<file path="src/rtl/id_pkg.sv">
// shared widths, opcodes, control codes and bus structs of the decode stage, imported by each module
package id_pkg;

  localparam int XLEN = 64;

  typedef logic [XLEN-1:0] word_t;
  typedef logic [XLEN-1:0] pc_t;
  typedef logic [31:0]     inst_t;
  typedef logic [4:0]      gpr_addr_t;
  typedef logic [XLEN-1:0] imm_t;
  typedef logic [3:0]      alu_op_t;
  typedef logic [1:0]      alu_src2_t;
  typedef logic [2:0]      mem_op_t;  // funct3 of load/store

  // alu operations
  localparam alu_op_t ALU_ADD   = 4'd0;
  localparam alu_op_t ALU_SUB   = 4'd1;
  localparam alu_op_t ALU_SLL   = 4'd2;
  localparam alu_op_t ALU_SLT   = 4'd3;
  localparam alu_op_t ALU_SLTU  = 4'd4;
  localparam alu_op_t ALU_XOR   = 4'd5;
  localparam alu_op_t ALU_SRL   = 4'd6;
  localparam alu_op_t ALU_SRA   = 4'd7;
  localparam alu_op_t ALU_OR    = 4'd8;
  localparam alu_op_t ALU_AND   = 4'd9;
  localparam alu_op_t ALU_PASSB = 4'd10;  // lui

  localparam alu_src2_t SRC2_RS2  = 2'd0;
  localparam alu_src2_t SRC2_IMM  = 2'd1;
  localparam alu_src2_t SRC2_FOUR = 2'd2;  // link address for jal/jalr

  // major opcodes
  localparam logic [6:0] OPC_OP     = 7'b0110011;
  localparam logic [6:0] OPC_OP_IMM = 7'b0010011;
  localparam logic [6:0] OPC_LUI    = 7'b0110111;
  localparam logic [6:0] OPC_AUIPC  = 7'b0010111;
  localparam logic [6:0] OPC_JAL    = 7'b1101111;
  localparam logic [6:0] OPC_JALR   = 7'b1100111;
  localparam logic [6:0] OPC_BRANCH = 7'b1100011;
  localparam logic [6:0] OPC_LOAD   = 7'b0000011;
  localparam logic [6:0] OPC_STORE  = 7'b0100011;

  typedef struct packed {
    inst_t inst;
    pc_t   pc;
  } fs_to_ds_t;

  typedef struct packed {
    logic      wen;
    gpr_addr_t waddr;
    word_t     wdata;
  } ws_to_rf_t;

  typedef struct packed {
    logic stall;   // hold fetch until the target is on the fetch bus
    logic taken;
    pc_t  target;
  } br_bus_t;

  typedef struct packed {
    logic      alu_src1_sel;  // 1: pc instead of rs1
    alu_src2_t alu_src2_sel;
    alu_op_t   alu_op;
    gpr_addr_t rd;
    logic      gpr_wen;
    logic      mem_ren;
    logic      mem_wen;
    mem_op_t   mem_op;
    logic      invalid;
  } ds_ctrl_t;

  typedef struct packed {
    word_t    rs1data;
    word_t    rs2data;
    imm_t     imm;
    pc_t      pc;
    ds_ctrl_t ctrl;
  } ds_to_es_t;

endpackage

</file>
<file path="src/rtl/id_ctrl.sv">
// decode stage control: valid bit, fetch latch, hazard stall and the allowin handshake
`timescale 1ns/1ps

module id_ctrl import id_pkg::*; (
  input  logic      i_clk,
  input  logic      i_rst_n,
  input  logic      i_fs_to_ds_valid,
  input  fs_to_ds_t i_fs_to_ds,
  input  logic      i_es_allowin,
  input  gpr_addr_t i_rs1,
  input  gpr_addr_t i_rs2,
  input  gpr_addr_t i_es_rd,
  input  gpr_addr_t i_ms_rd,
  input  gpr_addr_t i_ws_rd,
  input  logic      i_br_taken,
  input  pc_t       i_br_target,
  output inst_t     o_inst,
  output pc_t       o_pc,
  output logic      o_ds_allowin,
  output logic      o_ds_to_es_valid,
  output logic      o_br_stall
);

  logic      ds_valid;
  fs_to_ds_t fs_to_ds_r;
  logic      hazard;
  logic      redirect;
  logic      ready_go;

  // pending write to one of our sources, x0 never pends
  function automatic logic rd_hit(
    input gpr_addr_t rd,
    input gpr_addr_t rs1,
    input gpr_addr_t rs2
  );
    return (rd != '0) && ((rd == rs1) || (rd == rs2));
  endfunction

  assign hazard = rd_hit(i_es_rd, i_rs1, i_rs2) ||
                  rd_hit(i_ms_rd, i_rs1, i_rs2) ||
                  rd_hit(i_ws_rd, i_rs1, i_rs2);

  // fetch is still on the wrong path, or operands not ready yet
  assign redirect = (i_br_taken && (i_br_target != i_fs_to_ds.pc)) || hazard;

  assign ready_go         = !redirect;  // redirect already includes the hazard
  assign o_ds_allowin     = !ds_valid || (ready_go && i_es_allowin);
  assign o_ds_to_es_valid = ds_valid && ready_go;
  assign o_br_stall       = redirect;

  always_ff @(posedge i_clk) begin
    if (!i_rst_n) begin
      ds_valid <= 1'b0;
    end else if (o_ds_allowin) begin
      ds_valid <= i_fs_to_ds_valid;  // empties when fetch has nothing
    end
  end

  always_ff @(posedge i_clk) begin
    if (!i_rst_n) begin
      fs_to_ds_r <= '0;  // all-zero word decodes as invalid and never taken
    end else if (i_fs_to_ds_valid && o_ds_allowin) begin
      fs_to_ds_r <= i_fs_to_ds;
    end
  end

  assign o_inst = fs_to_ds_r.inst;
  assign o_pc   = fs_to_ds_r.pc;

endmodule

</file>
<file path="config.mk">
export PLATFORM = sky130hd
export DESIGN_NAME = id_ctrl
export DESIGN_NICKNAME = d
export VERILOG_FILES = /design/src/rtl/id_pkg.sv /design/src/rtl/id_ctrl.sv
export SDC_FILE = /design/constraint.sdc
export NUM_CORES = 1
export LEC_CHECK = 0
export ABC_AREA = 1
export BUFFER_PORTS_ARGS = -buffer_cell sky130_fd_sc_hd__buf_2
export CELL_PAD_IN_SITES_DETAIL_PLACEMENT = 1
export CELL_PAD_IN_SITES_GLOBAL_PLACEMENT = 2
export CORE_MARGIN = 4
export CORE_UTILIZATION = 22
export CTS_CLUSTER_SIZE = 28
export DETAILED_ROUTE_END_ITERATION = 16
export GPL_TIMING_DRIVEN = 1
export PLACE_DENSITY = 0.84
export SLEW_MARGIN = 20
export SYNTH_ARGS = -nofsm -noshare
export SYNTH_HDL_FRONTEND = slang
export SYNTH_SLANG_ARGS = --single-unit
</file>
<file path="constraint.sdc">
create_clock -name i_clk -period 1.9 [get_ports i_clk]
set_input_delay 0.19 -clock i_clk [delete_from_list [all_inputs] [get_ports i_clk]]
set_output_delay 0.19 -clock i_clk [all_outputs]
set_load 0.01 [all_outputs]
</file>
==> out/metrics.cfg <==
[status]
status=finished, final reports clean

[route]
routed_via_density=4.218
drt_iter0_markers=212
ant_nets=0
dr.pass1.iters=4
wire_per_inst_um=13.77
num_vias=7028
drc=0
wl_um=22940

[sta]
finalClockSkew_ps=11.97
min_period_over_period_pct=92.63
max_slew_margin_pct=71.65
setup-violations-final=0
rsz0062_at_grt=false
drv_slew=0
hold_viol_final=0
fin_ws_ps=140.1
fmax_ghz=0.5682
hold_ws_ps=154.5
min_period_ps=1760
tightest_slew_ps=425.3

[logic_synthesis]
syn_avg_cell_area_um2=5.920
synthFlopType=dfxtp_1
synth_warnings=0
synth.area.mux_share_pct=0
synth_top_family_by_area=simple AND/OR/NAND/NOR gates
synth_edf_count=0
synth-compound-area-share_pct=8.387
synth-xor-area-share_pct=5.811
synth_async_sr_flop_share_pct=0
ys_types=19
ys_seq_area_share_pct=33.04
yosys.area_share.simple_pct=37.63
syn_inst=993
ys_ff_latch=97
synthAdderAreaFrac_pct=0
synthesis.nets=1183
syn_area_um2=5878

[flow_run]
maxCapViolCount=0

[cts]
root_buffer=clkbuf_16
clk_latency_ps=340
cts_tree=yes
holdBufCountCts=0
cts_buffer_depth=2
clkTransAtPathRegs_ps=70
htree_levels=3
cts_buffers=9
numClockSinks=97

[worst_setup_path]
path_cells=buf_2 > xor2_1 > nor2_1 > nand2_1 > nor2_2 > nand2_2 > nor2_2 > nand2_1 > nand2_2 > nand3_4 > nand2_8 > buf_12 > buf_6
worstPathMaxFanout=3
critPathArrivalTime_ps=1570
critPathBufInv=3
max_stage_delay_ps=150
cp_top_family=simple AND/OR/NAND/NOR gates
r2r_cells=5
cp.depth=13
startpoint_type=input pin
cp.required_ps=1710
crit_type=in -> out
critPathCaptureType=output port
cpMaxStageDelayCell=xor2_1

[cells_and_area]
area_growth_pct=47.25
post_route_cells_drive_above_1_share_pct=30.62
nFillCells=3531
final_cell_mix=nand2_1, buf_2, inv_1
final_cells=1666
final_common_cell=nand2_1
ff_latch_area_um2=1942
final_nets=1514
multi_input_area_um2=3105

[grt]
grt_pass1_wl_um=34530
grt.total_usage_pct=14.55
antenna_found_initial=3
grt_overflow=0
grt_start_max_net_pins=50
grt_pass1_vias=6998

[floorplanning]
ios=289
core_um2=26210
die_h_um=171.5
rows=59
die_x_um=171.5
die-area_um2=29400
start_util_pct=22.43

[place]
dp_hpwl_um=17730
placed_cells=1641
io_buffers=288
gp_congestion=0.8101
dp_slack_ps=-315.7

[power]
power_leakage_uw=0.005100
ir_drop_uv=316.0
power.density_nw_per_um2=673.4

[worst_hold_path]
hp-class=in -> reg
hold_depth=5

-- stage by stage --
| stage | area (um2) | utilization [%] | power (uW) | setup TNS [ps] |
|---|---|---|---|---|
| 2_1_floorplan | 5878 | - | 3187 | 0 |
| 5_1_grt | 8656 | 33.03 | 6241 | 0 |
| 4_1_cts | 8529 | 32.55 | 5909 | 0 |
| 6_report | 8656 | 33.03 | 5829 | 0 |
| 3_3_place_gp | 8160 | 31.14 | 3921 | -25670 |
| 3_5_place_dp | 8160 | 31.14 | 3962 | -26120 |
-- synthesized netlist by cell type, types with 2 or more instances --
master	number	share of area [%]
nand2_1	291	19
nor2_1	153	9.8
inv_1	149	9.5
nand3_1	103	8.8
a21oi_1	97	8.3
dfxtp_1	97	33
xor2_1	33	4.9
clkbuf_1	21	1.3
buf_1	11	0.70
buf_6	11	2.1
buf_4	7	0.89
xnor2_1	6	0.89
inv_2	5	0.32
buf_2	3	0.26
nor3_1	2	0.17
-- registers in the layout, summed over array words and instances, names as in the netlist --
register / count
ds_valid: 1
o_pc: 64
o_inst: 32
-- where the power goes --
part | switching [uW] | internal [uW] | leakage, uW
combinational | 913 | 759 | 0.00416
clock | 836 | 1020 | 0.000140
sequential | 89.8 | 2210 | 0.000805
total | 1840 | 3990 | 0.00510
-- repair_timing --
action	in CTS	in global routing
cloned	1	3
gates resized for setup	10	11
pin swaps	5	17
endpoints found under the setup margin	1	85
endpoints found under the hold margin	0	0
setup buffers	2	1
-- cell families (layout without fill, tap and decap cells) --
| logic type | count (synthesis) | in the layout |
|---|---|---|
| AO/OA/AOI/OAI | 98 | 98 |
| flip-flops | 97 | 97 |
| XOR/XNOR | 39 | 39 |
| buffers and inverters | 207 | 543 |
| AND/OR/NAND/NOR | 552 | 552 |
| other | 0 | 2 |
-- metal layers --
metal  routed length, um  up-vias  global-route usage [%]
met2               11650      163                   26.87
met1                9433     3165                   16.15
met5                   8        -                       0
met3                1312       29                   3.287
met4                 540        2                   5.615
li1                    -     3669                       -
-- worst min-delay path, cell delays in order --
cell	delay (ps)
buf_2	80
inv_1	30
nand3_1	60
nand2_1	50
nor2_1	70
-- final cells by class --
type	count	share of cell area, %
clock inverters	5	0.6505
flip-flops and latches	97	22.43
inverters	154	6.678
well taps	335	4.842
repair buffers	373	26.77
diodes	2	0.05782
clock buffers	11	2.689
multi-input cells	689	35.88
-- worst paths after layout --
path	from	to	slack, ps
worst max-delay path	i_fs_to_ds[1]	o_ds_allowin	140
worst min-delay path	i_fs_to_ds[69]	o_inst[5]$_SDFFE_PN0P_	150
worst max register to register	ds_valid$_SDFFE_PN0P_	o_inst[15]$_SDFFE_PN0P_	630
worst min register to register	o_pc[7]$_SDFFE_PN0P_	o_pc[7]$_SDFFE_PN0P_	480
Power figures use the tool's default switching activity.
