### src/rtl/id_pkg.sv
// shared widths, opcodes, control codes and bus structs of the decode stage, imported by each module
package id_pkg;

  localparam int XLEN = 64;

  typedef logic [XLEN-1:0] word_t;
  typedef logic [XLEN-1:0] pc_t;
  typedef logic [31:0]     inst_t;
  typedef logic [4:0]      gpr_addr_t;
  typedef logic [XLEN-1:0] imm_t;
  typedef logic [3:0]      alu_op_t;
  typedef logic [1:0]      alu_src2_t;
  typedef logic [2:0]      mem_op_t;  // funct3 of load/store

  // alu operations
  localparam alu_op_t ALU_ADD   = 4'd0;
  localparam alu_op_t ALU_SUB   = 4'd1;
  localparam alu_op_t ALU_SLL   = 4'd2;
  localparam alu_op_t ALU_SLT   = 4'd3;
  localparam alu_op_t ALU_SLTU  = 4'd4;
  localparam alu_op_t ALU_XOR   = 4'd5;
  localparam alu_op_t ALU_SRL   = 4'd6;
  localparam alu_op_t ALU_SRA   = 4'd7;
  localparam alu_op_t ALU_OR    = 4'd8;
  localparam alu_op_t ALU_AND   = 4'd9;
  localparam alu_op_t ALU_PASSB = 4'd10;  // lui

  localparam alu_src2_t SRC2_RS2  = 2'd0;
  localparam alu_src2_t SRC2_IMM  = 2'd1;
  localparam alu_src2_t SRC2_FOUR = 2'd2;  // link address for jal/jalr

  // major opcodes
  localparam logic [6:0] OPC_OP     = 7'b0110011;
  localparam logic [6:0] OPC_OP_IMM = 7'b0010011;
  localparam logic [6:0] OPC_LUI    = 7'b0110111;
  localparam logic [6:0] OPC_AUIPC  = 7'b0010111;
  localparam logic [6:0] OPC_JAL    = 7'b1101111;
  localparam logic [6:0] OPC_JALR   = 7'b1100111;
  localparam logic [6:0] OPC_BRANCH = 7'b1100011;
  localparam logic [6:0] OPC_LOAD   = 7'b0000011;
  localparam logic [6:0] OPC_STORE  = 7'b0100011;

  typedef struct packed {
    inst_t inst;
    pc_t   pc;
  } fs_to_ds_t;

  typedef struct packed {
    logic      wen;
    gpr_addr_t waddr;
    word_t     wdata;
  } ws_to_rf_t;

  typedef struct packed {
    logic stall;   // hold fetch until the target is on the fetch bus
    logic taken;
    pc_t  target;
  } br_bus_t;

  typedef struct packed {
    logic      alu_src1_sel;  // 1: pc instead of rs1
    alu_src2_t alu_src2_sel;
    alu_op_t   alu_op;
    gpr_addr_t rd;
    logic      gpr_wen;
    logic      mem_ren;
    logic      mem_wen;
    mem_op_t   mem_op;
    logic      invalid;
  } ds_ctrl_t;

  typedef struct packed {
    word_t    rs1data;
    word_t    rs2data;
    imm_t     imm;
    pc_t      pc;
    ds_ctrl_t ctrl;
  } ds_to_es_t;

endpackage

### src/rtl/id_decoder.sv
// combinational RV64I decoder producing register indices, immediate and execute controls
`timescale 1ns/1ps

module id_decoder import id_pkg::*; (
  input  inst_t      i_inst,
  output gpr_addr_t  o_rs1,
  output gpr_addr_t  o_rs2,
  output imm_t       o_imm,
  output ds_ctrl_t   o_ctrl,
  output logic       o_bren,
  output logic       o_jump,
  output logic       o_jalr,
  output logic [2:0] o_brfunc
);

  logic [6:0] opcode;
  logic [2:0] funct3;
  logic [6:0] funct7;
  imm_t       imm_i;
  imm_t       imm_s;
  imm_t       imm_b;
  imm_t       imm_u;
  imm_t       imm_j;
  logic       bad_inst;

  assign opcode = i_inst[6:0];
  assign funct3 = i_inst[14:12];
  assign funct7 = i_inst[31:25];

  assign o_rs1    = i_inst[19:15];
  assign o_rs2    = i_inst[24:20];
  assign o_brfunc = funct3;

  assign imm_i = {{52{i_inst[31]}}, i_inst[31:20]};
  assign imm_s = {{52{i_inst[31]}}, i_inst[31:25], i_inst[11:7]};
  assign imm_b = {{51{i_inst[31]}}, i_inst[31], i_inst[7], i_inst[30:25], i_inst[11:8], 1'b0};
  assign imm_u = {{32{i_inst[31]}}, i_inst[31:12], 12'b0};
  assign imm_j = {{43{i_inst[31]}}, i_inst[31], i_inst[19:12], i_inst[20], i_inst[30:21], 1'b0};

  // shared by OP and OP-IMM, alt picks sub/sra
  function automatic alu_op_t alu_sel(input logic [2:0] f3, input logic alt);
    alu_op_t op;
    case (f3)
      3'b000:  op = alt ? ALU_SUB : ALU_ADD;
      3'b001:  op = ALU_SLL;
      3'b010:  op = ALU_SLT;
      3'b011:  op = ALU_SLTU;
      3'b100:  op = ALU_XOR;
      3'b101:  op = alt ? ALU_SRA : ALU_SRL;
      3'b110:  op = ALU_OR;
      default: op = ALU_AND;
    endcase
    return op;
  endfunction

  always_comb begin
    o_ctrl              = '0;
    o_ctrl.alu_src2_sel = SRC2_RS2;
    o_ctrl.alu_op       = ALU_ADD;
    o_ctrl.rd           = i_inst[11:7];
    o_ctrl.mem_op       = funct3;
    o_imm               = '0;
    o_bren              = 1'b0;
    o_jump              = 1'b0;
    o_jalr              = 1'b0;
    bad_inst            = 1'b0;
    case (opcode)
      OPC_OP: begin
        o_ctrl.alu_op  = alu_sel(funct3, funct7[5]);
        o_ctrl.gpr_wen = 1'b1;
        bad_inst = !((funct7 == 7'b0000000) ||
                     ((funct7 == 7'b0100000) && ((funct3 == 3'b000) || (funct3 == 3'b101))));
      end
      OPC_OP_IMM: begin
        o_ctrl.alu_src2_sel = SRC2_IMM;
        o_ctrl.alu_op       = alu_sel(funct3, (funct3 == 3'b101) && funct7[5]);
        o_ctrl.gpr_wen      = 1'b1;
        o_imm               = imm_i;
        // 6-bit shamt, only the top six bits are funct
        if (funct3 == 3'b001) begin
          bad_inst = funct7[6:1] != 6'b000000;
        end else if (funct3 == 3'b101) begin
          bad_inst = (funct7[6:1] != 6'b000000) && (funct7[6:1] != 6'b010000);
        end
      end
      OPC_LUI: begin
        o_ctrl.alu_src2_sel = SRC2_IMM;
        o_ctrl.alu_op       = ALU_PASSB;
        o_ctrl.gpr_wen      = 1'b1;
        o_imm               = imm_u;
      end
      OPC_AUIPC: begin
        o_ctrl.alu_src1_sel = 1'b1;
        o_ctrl.alu_src2_sel = SRC2_IMM;
        o_ctrl.gpr_wen      = 1'b1;
        o_imm               = imm_u;
      end
      OPC_JAL: begin
        o_ctrl.alu_src1_sel = 1'b1;  // rd = pc + 4
        o_ctrl.alu_src2_sel = SRC2_FOUR;
        o_ctrl.gpr_wen      = 1'b1;
        o_imm               = imm_j;
        o_jump              = 1'b1;
      end
      OPC_JALR: begin
        o_ctrl.alu_src1_sel = 1'b1;
        o_ctrl.alu_src2_sel = SRC2_FOUR;
        o_ctrl.gpr_wen      = 1'b1;
        o_imm               = imm_i;
        o_jalr              = 1'b1;
      end
      OPC_BRANCH: begin
        o_imm  = imm_b;
        o_bren = 1'b1;
      end
      OPC_LOAD: begin
        o_ctrl.alu_src2_sel = SRC2_IMM;  // address = rs1 + imm
        o_ctrl.gpr_wen      = 1'b1;
        o_ctrl.mem_ren      = 1'b1;
        o_imm               = imm_i;
      end
      OPC_STORE: begin
        o_ctrl.alu_src2_sel = SRC2_IMM;
        o_ctrl.mem_wen      = 1'b1;
        o_imm               = imm_s;
      end
      default: bad_inst = 1'b1;
    endcase
    if (bad_inst) begin
      o_ctrl.gpr_wen = 1'b0;
      o_ctrl.mem_ren = 1'b0;
      o_ctrl.mem_wen = 1'b0;
    end
    o_ctrl.invalid = bad_inst;
  end

endmodule

### config.mk
export PLATFORM = sky130hd
export DESIGN_NAME = id_decoder
export DESIGN_NICKNAME = d
export VERILOG_FILES = /design/src/rtl/id_pkg.sv /design/src/rtl/id_decoder.sv
export SDC_FILE = /design/constraint.sdc
export NUM_CORES = 1
export LEC_CHECK = 0
export ABC_AREA = 1
export BUFFER_PORTS_ARGS = -buffer_cell sky130_fd_sc_hd__buf_2
export CAP_MARGIN = 20
export CORE_MARGIN = 4
export CORE_UTILIZATION = 37
export DETAILED_ROUTE_END_ITERATION = 7
export PLACE_DENSITY = 0.85
export RECOVER_POWER = 50
export SYNTH_ARGS = -nofsm -noshare
export SYNTH_HDL_FRONTEND = slang
export SYNTH_SLANG_ARGS = --single-unit
### constraint.sdc
create_clock -name vclk -period 2.5
set_clock_uncertainty 0.2 [all_clocks]
set_input_delay 0.125 -clock vclk [all_inputs]
set_output_delay 0.125 -clock vclk [all_outputs]
set_load 0.01 [all_outputs]
==> flow_summary.ini <==
[power_and_ir_drop]
swShare = 0.6400
finalPower_w = 0.0001571
power_frac_seq = 0
intPower_w = 0.00005655
power_density_mw_per_mm2 = 108.4
clkPwrFrac = 0
power_leakage_nw = 1.078
p_sw_w = 0.0001005
vdd_drop_max_v = 0.00007658
combPwrFrac = 1.000

[worst_hold_path]
worstHoldStart = i_inst[17]
min_to = o_rs1[2]
whs_path_depth = 2
hold_class = in2out

[route]
firstDrtPassIters = 5
drc = 0
ant_nets = 0
vias_per_cell = 4.421
drt_iter0_markers = 45
vias = 1565
wire_per_inst_um = 10.81
drt-total-wl_mm = 3.827

[final_layout]
n_antenna_cell = 0
nets = 344
final_util = 0.4669
final_common_cell = buf_2
nClkBuffers = 0
areaGrowthSynthToFinish_pct = 18.89
layout-drive-gt1-share = 0.3323
seq_cells = 0
mostFrequentLayoutCells = buf_2 (88), nand2_1 (73), clkbuf_1 (43)
seqCellArea_sq_um = 0

[critical_path]
crit_arrival_ps = 1630
crit_start = i_inst[2]
slowest_delay_ps = 300
cp-end-kind = primary output
cp_num_buf_inv = 3
worstPathRequired_ps = 2170
cp_max_fo = 33
critical-path-top-delay-family = simple AND/OR/NAND/NOR gates
path_cells = buf_2 > nor2_1 > nand2_1 > nor2_1 > nor2_4 > nand3_2 > nand2_2 > nand2_1 > buf_4 > buf_2
critPathLaunchType = input pin
cpMaxStageDelayCell = nor2_1
worstSetupPathType = in2out

[yosys]
synth_xor_area_frac = 0
synthesis.area_sq_mm = 0.001219
yosys_warnings = 0
synth_nets = 266
synth-compound-area-share = 0.07084
muxShareOfSynthArea = 0
synthCells = 234
synth.distinct_cells = 20
synth.area.top_cells = buf_4 (33%), nand2_1 (22%), nand3_1 (10%)
synth_seq_area_share = 0
yosys.area_share.adder = 0
synth_top_family_by_area = simple AND/OR/NAND/NOR gates
synth_largest_area_cell = buf_4
yosysTopAreaCellShare = 0.3326
yosys.area_share.simple = 0.5062
postSynthAreaPerCell_sq_um = 5.208

[sta]
finalHoldViolCount = 0
slew_violations = 0
worst_slack_ps = 542.7
min_period_ps = 1957
timing.final.crit_share = 0.7829
whs_ps = 270.2
setup_tns_ps = 0
relSlewSlack = 0.6654
tightestPinTransition_ps = 499.2
rsz0062_at_grt = false
setup_viol = 0
max_freq_mhz = 510.9

[global_route]
track_usage = 0.1569
gr-total-overflow = 0
grt_start_max_net_pins = 34
grt_pass1_wl_mm = 5.713
first_global_vias = 1326
antenna_found_initial = 0

[placement]
place_ws_ps = 631.2
gp_congestion = 0.8690
dpl.hpwl_mm = 3.286
io_buffers = 131

[floorplanning]
dieArea_sq_mm = 0.004276
io_pins = 131
die_w_um = 65.39
die_h_um = 65.39
core_sq_mm = 0.003103
rows = 20
start_util = 0.3927

[clock_tree]
holdBufCountCts = 0
cts_setup_buffers = 0
postCtsResizedCells = 0

[status]
status = completed

[run]
maxCapViolCount = 0
## cell families after synthesis
| group | count (synthesis) |
|---|---|
| and+or+nand+nor | 138 |
| AOI/OAI and AO/OA | 15 |
| buffers and inverters | 81 |
## worst max-delay path by stage
| stage | to | cells past startpoint | slack [ps] |
|---|---|---|---|
| finish | o_imm[59] | 10 | 540 |
| global placement | o_imm[34] | 10 | 670 |
| global route | o_imm[46] | 10 | 290 |
| detailed placement | o_imm[59] | 10 | 630 |
| floorplan | o_imm[32] | 9 | 420 |
| CTS | o_imm[59] | 10 | 630 |
## power by group through the flow
stage | clock, W | sequential [W] | combinational [W]
5_1_grt | 0 | 0 | 0.000176
6_report | 0 | 0 | 0.000157
2_1_floorplan | 0 | 0 | 0.000116
3_5_place_dp | 0 | 0 | 0.000165
3_3_place_gp | 0 | 0 | 0.000163
4_1_cts | 0 | 0 | 0.000166
## cell usage after synthesis, drive strengths merged
| cell | number |
|---|---|
| a21oi | 9 |
| buf | 56 |
| inv | 25 |
| nand2 | 77 |
| nand3 | 27 |
| nand3b | 1 |
| nand4 | 1 |
| nor2 | 29 |
| nor3 | 3 |
| o211ai | 3 |
| o21ai | 3 |
## cell type report
cell class	instances	area, sq um
inverter	25	93.84
tap	44	55.05
fill	393	1654
multi-input combinational	153	690.7
timing repair buffer	132	609.3
## metrics by stage
step | instance area, sq um | cells
final | 1449 | 354
after CTS | 1515 | 354
after global routing | 1449 | 354
after floorplan | 1219 | 234
after detailed placement | 1515 | 354
after global placement | 1515 | 354
## layer usage
layer	track usage	vias up	part of all wire
li1	-	835	-
met5	0	-	0
met4	0	0	0
met3	0.01880	0	0.11
met1	0.2008	648	0.41
met2	0.2958	82	0.48
Note: power is estimated with default switching activity, not from simulation.
