$ cat src/rtl/id_pkg.sv
// shared widths, opcodes, control codes and bus structs of the decode stage, imported by each module
package id_pkg;

  localparam int XLEN = 64;

  typedef logic [XLEN-1:0] word_t;
  typedef logic [XLEN-1:0] pc_t;
  typedef logic [31:0]     inst_t;
  typedef logic [4:0]      gpr_addr_t;
  typedef logic [XLEN-1:0] imm_t;
  typedef logic [3:0]      alu_op_t;
  typedef logic [1:0]      alu_src2_t;
  typedef logic [2:0]      mem_op_t;  // funct3 of load/store

  // alu operations
  localparam alu_op_t ALU_ADD   = 4'd0;
  localparam alu_op_t ALU_SUB   = 4'd1;
  localparam alu_op_t ALU_SLL   = 4'd2;
  localparam alu_op_t ALU_SLT   = 4'd3;
  localparam alu_op_t ALU_SLTU  = 4'd4;
  localparam alu_op_t ALU_XOR   = 4'd5;
  localparam alu_op_t ALU_SRL   = 4'd6;
  localparam alu_op_t ALU_SRA   = 4'd7;
  localparam alu_op_t ALU_OR    = 4'd8;
  localparam alu_op_t ALU_AND   = 4'd9;
  localparam alu_op_t ALU_PASSB = 4'd10;  // lui

  localparam alu_src2_t SRC2_RS2  = 2'd0;
  localparam alu_src2_t SRC2_IMM  = 2'd1;
  localparam alu_src2_t SRC2_FOUR = 2'd2;  // link address for jal/jalr

  // major opcodes
  localparam logic [6:0] OPC_OP     = 7'b0110011;
  localparam logic [6:0] OPC_OP_IMM = 7'b0010011;
  localparam logic [6:0] OPC_LUI    = 7'b0110111;
  localparam logic [6:0] OPC_AUIPC  = 7'b0010111;
  localparam logic [6:0] OPC_JAL    = 7'b1101111;
  localparam logic [6:0] OPC_JALR   = 7'b1100111;
  localparam logic [6:0] OPC_BRANCH = 7'b1100011;
  localparam logic [6:0] OPC_LOAD   = 7'b0000011;
  localparam logic [6:0] OPC_STORE  = 7'b0100011;

  typedef struct packed {
    inst_t inst;
    pc_t   pc;
  } fs_to_ds_t;

  typedef struct packed {
    logic      wen;
    gpr_addr_t waddr;
    word_t     wdata;
  } ws_to_rf_t;

  typedef struct packed {
    logic stall;   // hold fetch until the target is on the fetch bus
    logic taken;
    pc_t  target;
  } br_bus_t;

  typedef struct packed {
    logic      alu_src1_sel;  // 1: pc instead of rs1
    alu_src2_t alu_src2_sel;
    alu_op_t   alu_op;
    gpr_addr_t rd;
    logic      gpr_wen;
    logic      mem_ren;
    logic      mem_wen;
    mem_op_t   mem_op;
    logic      invalid;
  } ds_ctrl_t;

  typedef struct packed {
    word_t    rs1data;
    word_t    rs2data;
    imm_t     imm;
    pc_t      pc;
    ds_ctrl_t ctrl;
  } ds_to_es_t;

endpackage

$ cat src/rtl/id_branch.sv
// branch unit resolving taken and next pc for BRANCH, JAL and JALR in decode
`timescale 1ns/1ps

module id_branch import id_pkg::*; (
  input  word_t      i_rs1data,
  input  word_t      i_rs2data,
  input  pc_t        i_pc,
  input  imm_t       i_imm,
  input  logic       i_bren,
  input  logic       i_jump,
  input  logic       i_jalr,
  input  logic [2:0] i_brfunc,
  output logic       o_br_taken,
  output pc_t        o_br_target
);

  logic cond;
  pc_t  jalr_sum;

  always_comb begin
    case (i_brfunc)
      3'b000:  cond = i_rs1data == i_rs2data;                  // beq
      3'b001:  cond = i_rs1data != i_rs2data;                  // bne
      3'b100:  cond = $signed(i_rs1data) <  $signed(i_rs2data); // blt
      3'b101:  cond = $signed(i_rs1data) >= $signed(i_rs2data); // bge
      3'b110:  cond = i_rs1data <  i_rs2data;                  // bltu
      3'b111:  cond = i_rs1data >= i_rs2data;                  // bgeu
      default: cond = 1'b0;
    endcase
  end

  assign jalr_sum = i_rs1data + i_imm;

  assign o_br_taken  = i_jump || i_jalr || (i_bren && cond);
  assign o_br_target = i_jalr ? {jalr_sum[XLEN-1:1], 1'b0} : (i_pc + i_imm);

endmodule

$ cat config.mk
export PLATFORM = sky130hd
export DESIGN_NAME = id_branch
export DESIGN_NICKNAME = d
export VERILOG_FILES = /design/src/rtl/id_pkg.sv /design/src/rtl/id_branch.sv
export SDC_FILE = /design/constraint.sdc
export NUM_CORES = 1
export LEC_CHECK = 0
export ABC_CLOCK_PERIOD_IN_PS = 3900
export BUFFER_PORTS_ARGS = -buffer_cell sky130_fd_sc_hd__buf_2
export CAP_MARGIN = 5
export CORE_UTILIZATION = 54
export DETAILED_ROUTE_END_ITERATION = 8
export GPL_TIMING_DRIVEN = 0
export PLACE_DENSITY = 0.85
export SYNTH_ARGS = -nofsm -noshare
export SYNTH_HDL_FRONTEND = slang
export SYNTH_SLANG_ARGS = --single-unit
$ cat constraint.sdc
create_clock -name vclk -period 3.9
set_clock_uncertainty 0.05 [all_clocks]
set_input_delay 0.195 -clock vclk [all_inputs]
set_output_delay 0.195 -clock vclk [all_outputs]
set_load 0.005 [all_outputs]
==> impl_metrics.env, run 1 <==
export IMPL_outcome="finished, final reports clean"
export IMPL_postPlaceCellArea_mm2=0.0116
export IMPL_yosysTopAreaCell="ha_1"
export IMPL_tns_ps=0
export IMPL_die_w_um=136
export IMPL_setup_worst_path_end_class="output pin"
export IMPL_fillers=1633
export IMPL_nets=2212
export IMPL_core_mm2=0.0174
export IMPL_die_h_um=136
export IMPL_synthAdderAreaFrac_pct=24.9
export IMPL_initial_core_util_pct=55.6
export IMPL_slew_headroom_pct=39.7
export IMPL_holdWs_ps=598
export IMPL_power_leakage_uw=0.00627
export IMPL_worst_pin_slew_ps=905
export IMPL_hold_viol_final=0
export IMPL_ios=327
export IMPL_diodes=0
export IMPL_hold_buffers=0
export IMPL_routabilityCongestion=0.990
export IMPL_arrival_ps=3550
export IMPL_yosysSeqAreaShare_pct=0
export IMPL_ant_nets=0
export IMPL_synth_top_area_share_pct=24.5
export IMPL_crit_required_ps=3650
export IMPL_synth_cell_area_mm2=0.00965
export IMPL_gr_total_overflow=0
export IMPL_crit_chain="buf_2 > ha_1 > clkbuf_1 > nand4_1 > nor3_1 > nand3_1 > a31oi_1 > a211o_1 > o31ai_2 > a31oi_2 > a31oi_1 > o21bai_1 > xor2_1 > mux2i_1 > xnor2_1 > buf_2"
export IMPL_antenna_found_initial=0
export IMPL_grt_max_degree=11
export IMPL_max_cap_violations=0
export IMPL_synth_xor_area_share_pct=10.8
export IMPL_rows=48
export IMPL_grt_pass1_wl_mm=53.4
export IMPL_routed_top_layer="met4"
export IMPL_seq_cell_count=0
export IMPL_fin_area_mm2=0.0117
export IMPL_grt_pass1_vias=11100
export IMPL_synth_avg_cell_area_um2=6.74
export IMPL_dr_first_iter_drc_count=925
export IMPL_period_minus_slack_ps=3800
export IMPL_grt_total_usage_pct=36.1
export IMPL_muxShareOfSynthArea_pct=1.39
export IMPL_wl_per_cell_um=17.6
export IMPL_slowest_stage="nor3_1"
export IMPL_portBuffers=326
export IMPL_start_kind="primary input"
export IMPL_yosysUniqueCellTypes=75
export IMPL_syn_nets=1885
export IMPL_setup_viol=0
export IMPL_peakVddDrop_mv=0.116
export IMPL_synth_top_family_by_area="compound AO/OA/AOI/OAI gates"
export IMPL_synth_area_leaders="ha_1 (25%), a21oi_1 (8.8%), a21o_1 (8.4%)"
export IMPL_met3WireLength_mm=2.93
export IMPL_drive_above_1_share_pct=21.7
export IMPL_yosys_warnings=0
export IMPL_dieArea_mm2=0.0184
export IMPL_cp_max_fo=8
export IMPL_syn_inst=1432
export IMPL_finalWirelength_mm=35.0
export IMPL_syn_to_final_growth_pct=21.3
export IMPL_hold_class="primary input to output pin"
export IMPL_final_seq_area_um2=0
export IMPL_synth_compound_area_share_pct=36.7
export IMPL_dpl_hpwl_mm=29.9
export IMPL_vias_per_cell=6.07
export IMPL_period_share_pct=97.4
export IMPL_clock_buffers=0
export IMPL_pwr_density_cell_mw_per_mm2=174
export IMPL_post_synth_top_count_cell="ha_1"
export IMPL_routed_via_count=12000
export IMPL_cp_slowest_stage_delay_ps=390
export IMPL_drt_first_pass_iters=8
export IMPL_netlist_top_cells_count="ha_1 (189), a21oi_1 (169), nand2_1 (123)"
export IMPL_wl_met2_mm=16.2
export IMPL_setup_worst_path_class="primary input to output pin"
export IMPL_route_detailed_drc=0
export IMPL_wl_met1_mm=14.6
export IMPL_drv_slew=0
export IMPL_max_freq_mhz=263
export IMPL_synthSimpleGateAreaFrac_pct=19.7
-- final timing paths --
check | start | end | slack, ps | cells after the start
worst max-delay path | i_rs1data[30] | o_br_target[63] | 100 | 16
worst min-delay path | i_jump | o_br_taken | 600 | 4
-- layout by cell type, fill, tap and decap left out, types with 6 or more instances in the layout --
| cell | instances |
|---|---|
| inv_1 | 106 |
| nand2b_1 | 21 |
| nand4_1 | 46 |
| o211ai_1 | 6 |
| a211oi_1 | 8 |
| ha_1 | 189 |
| nor3_1 | 19 |
| nor2_1 | 93 |
| a31oi_1 | 20 |
| nand3_1 | 25 |
| o21ai_1 | 19 |
| buf_2 | 328 |
| clkbuf_1 | 47 |
| xor2_1 | 58 |
| and3_1 | 11 |
| o21ai_0 | 106 |
| or3_1 | 6 |
| o21bai_1 | 25 |
| mux2i_1 | 10 |
| a21o_1 | 108 |
| and2_1 | 10 |
| o31ai_1 | 9 |
| nor2b_1 | 22 |
| xnor2_1 | 61 |
| o21a_1 | 10 |
| a21oi_1 | 168 |
| nand2_1 | 123 |
-- where the power goes --
part	internal (uW)	switching (uW)	leakage [uW]
Sequential	0	0	0
Clock	0	0	0
Combinational	860	1180	0.00627
Total	860	1180	0.00627
-- metal layers --
metal	track usage [%]	vias to the layer above
met5	0	-
met4	13.7	0
met3	4.23	91
met2	62.6	627
met1	45.3	5416
li1	-	5905
-- final cells by class --
| type | instances | area [um^2] | share of cell area [%] |
|---|---|---|---|
| tap | 225 | 282 | 2.41 |
| inverter | 106 | 398 | 3.40 |
| multi-input combinational | 1269 | 9170 | 78.4 |
| buffer | 56 | 221 | 1.89 |
| timing repair buffer | 326 | 1630 | 13.9 |
-- worst max-delay path, delay by kind of cell --
kind,cells,cell delay [ps]
xor gates and xnor gates,2,340
buffers and inverters,3,590
AOI/OAI and AO/OA,6,1290
muxes,1,100
and+or+nand+nor,3,750
adders and majority gates,1,270
-- cell families (layout without fill, tap and decap cells) --
logic type / Yosys count / count (layout)
buffers and inverters: 163 / 488
muxes: 13 / 13
AOI/OAI and AO/OA: 551 / 551
adders and majority gates: 191 / 191
and+or+nand+nor: 395 / 395
xor gates and xnor gates: 119 / 119
-- repair_timing --
action / 4_1_cts / 5_1_grt
buffers inserted: 0 / 0
gates resized for setup: 4 / 24
pin swaps: 0 / 2
endpoints found under the setup margin: 5 / 14
-- stage by stage --
stage / utilization [%] / cells / power (uW) / setup WS [ps]
5_1_grt: 67.4 / 1982 / 2230 / -19.6
2_1_floorplan: - / 1432 / 1300 / 877
3_5_place_dp: 66.6 / 1983 / 1950 / -145
3_3_place_gp: 66.6 / 1983 / 1930 / -128
6_report: 67.4 / 1982 / 2040 / 103
4_1_cts: 66.7 / 1983 / 1970 / 9.70
No activity file was read; power rests on OpenSTA's default activity.
==> inputs of run 2 (changes only) <==
Settings changed: BUFFER_PORTS_ARGS -buffer_cell sky130_fd_sc_hd__buf_2 to default, CORE_AREA from default to 2 2 125 127, CORE_UTILIZATION 54 to default, DIE_AREA from default to 0 0 127 129, DONT_BUFFER_PORTS from default to 1, PLACE_DENSITY 0.85 to 0.8.
==> impl_metrics.env, run 2 (synthesized netlist as in run 1, its figures left out) <==
export IMPL_holdPathEnd="o_br_taken"
export IMPL_ant_nets=0
export IMPL_arrival_ps=3650
export IMPL_setup_worst_path_class="primary input to output pin"
export IMPL_max_freq_mhz=257
export IMPL_switching_share_pct=60.8
export IMPL_multi_input_area_mm2=0.00906
export IMPL_whs_path_depth=2
export IMPL_grt_total_usage_pct=37.6
export IMPL_die_w_um=127
export IMPL_min_from="i_jump"
export IMPL_peakVddDrop_mv=0.0994
export IMPL_period_minus_slack_ps=3890
export IMPL_crit_required_ps=3650
export IMPL_final_cells=1620
export IMPL_postPlaceCellArea_mm2=0.00988
export IMPL_layout_commonest_cell="ha_1"
export IMPL_pwr_share_comb_pct=100.0
export IMPL_period_share_pct=99.7
export IMPL_grt_pass1_vias=10100
export IMPL_slew_headroom_pct=36.9
export IMPL_gr_total_overflow=0
export IMPL_dp_cells=1620
export IMPL_pwr_share_seq_pct=0
export IMPL_initial_core_util_pct=64.4
export IMPL_max_cap_violations=0
export IMPL_rows=45
export IMPL_drive_above_1_share_pct=3.14
export IMPL_nets=1887
export IMPL_hold_class="primary input to output pin"
export IMPL_diodes=0
export IMPL_grt_max_degree=11
export IMPL_fillers=1408
export IMPL_cp_max_fo=5
export IMPL_worst_pin_slew_ps=947
export IMPL_clkPwrFrac_pct=0
export IMPL_pwr_density_cell_mw_per_mm2=173
export IMPL_fin_area_mm2=0.00992
export IMPL_route_detailed_drc=0
export IMPL_portBuffers=0
export IMPL_die_h_um=129
export IMPL_start_kind="primary input"
export IMPL_wl_per_cell_um=20.3
export IMPL_internal_power_uw=673
export IMPL_core_mm2=0.0150
export IMPL_final_cell_mix="ha_1 (189), a21oi_1 (168), nand2_1 (123)"
export IMPL_antenna_found_initial=0
export IMPL_power_leakage_uw=0.00493
export IMPL_vias_per_cell=6.69
export IMPL_ios=327
export IMPL_grt_pass1_wl_mm=50.3
export IMPL_drt_first_pass_iters=7
export IMPL_dr_first_iter_drc_count=768
export IMPL_finalWirelength_mm=32.9
export IMPL_setup_worst_path_end_class="output pin"
export IMPL_final_util_pct=66.2
export IMPL_setup_viol=0
export IMPL_holdWs_ps=431
export IMPL_seq_cell_count=0
export IMPL_outcome="finished, final reports clean"
export IMPL_syn_to_final_growth_pct=2.84
export IMPL_clock_buffers=0
export IMPL_routabilityCongestion=0.983
export IMPL_routed_via_count=10800
export IMPL_power_uw=1720
export IMPL_hold_viol_final=0
export IMPL_dieArea_mm2=0.0164
export IMPL_dpl_hpwl_mm=28.6
export IMPL_final_seq_area_um2=0
export IMPL_drv_slew=0
export IMPL_switchingPower_uw=1040
## run 2: cell types whose count changed in the layout (fill, tap and decap cells not counted), sizes merged
cell	change
clkbuf	+2
buf	-327
## run 2: what timing repair did
item,4_1_cts,5_1_grt
hold buffers,0,0
gates resized for setup,0,8
endpoints found under the setup margin,0,7
setup buffers,0,0
## run 2: critical path: stages
cell	delay, ps
ha_1	360
a21oi_1	180
o21ai_0	140
a221o_1	330
a31oi_1	460
a21oi_1	190
o21a_1	250
o211a_1	270
a211o_1	320
a311oi_2	410
o21ai_0	160
xnor2_1	150
mux2i_1	230
## run 2: layer usage
| layer | vias up | global-route usage, % | part of all wire (%) |
|---|---|---|---|
| met1 | 4955 | 46.0 | 40 |
| met5 | - | 0 | 0 |
| met2 | 535 | 66.2 | 47 |
| li1 | 5261 | - | - |
| met4 | 0 | 15.9 | 4.6 |
| met3 | 90 | 5.16 | 7.9 |
## run 2: worst max path at each step
stage | from | to | cells past startpoint
after global routing | i_rs1data[12] | o_br_target[61] | 13
final | i_rs1data[10] | o_br_target[61] | 13
after CTS | i_pc[0] | o_br_target[62] | 15
after floorplan | i_pc[0] | o_br_target[62] | 15
after global placement | i_pc[0] | o_br_target[62] | 15
after detailed placement | i_pc[0] | o_br_target[62] | 15
## run 2: stage by stage
stage / TNS [ps] / setup WS, ps
2_1_floorplan: 0 / 877
3_3_place_gp: 0 / 45.4
3_5_place_dp: 0 / 55.2
4_1_cts: 0 / 36.1
5_1_grt: -13.3 / -13.3
6_report: 0 / 10.0
## run 2: power groups by stage
stage               sequential (uW)  clock (uW)  combinational, uW
finish                            0           0               1720
global route                      0           0               1890
CTS                               0           0               1680
detailed placement                0           0               1660
global placement                  0           0               1650
floorplan                         0           0               1300
## run 2: layout make-up
cell class | count | share of cell area, %
buffer | 57 | 2.26
tap | 188 | 2.37
inverter | 106 | 4.01
multi-input combinational | 1269 | 91.4
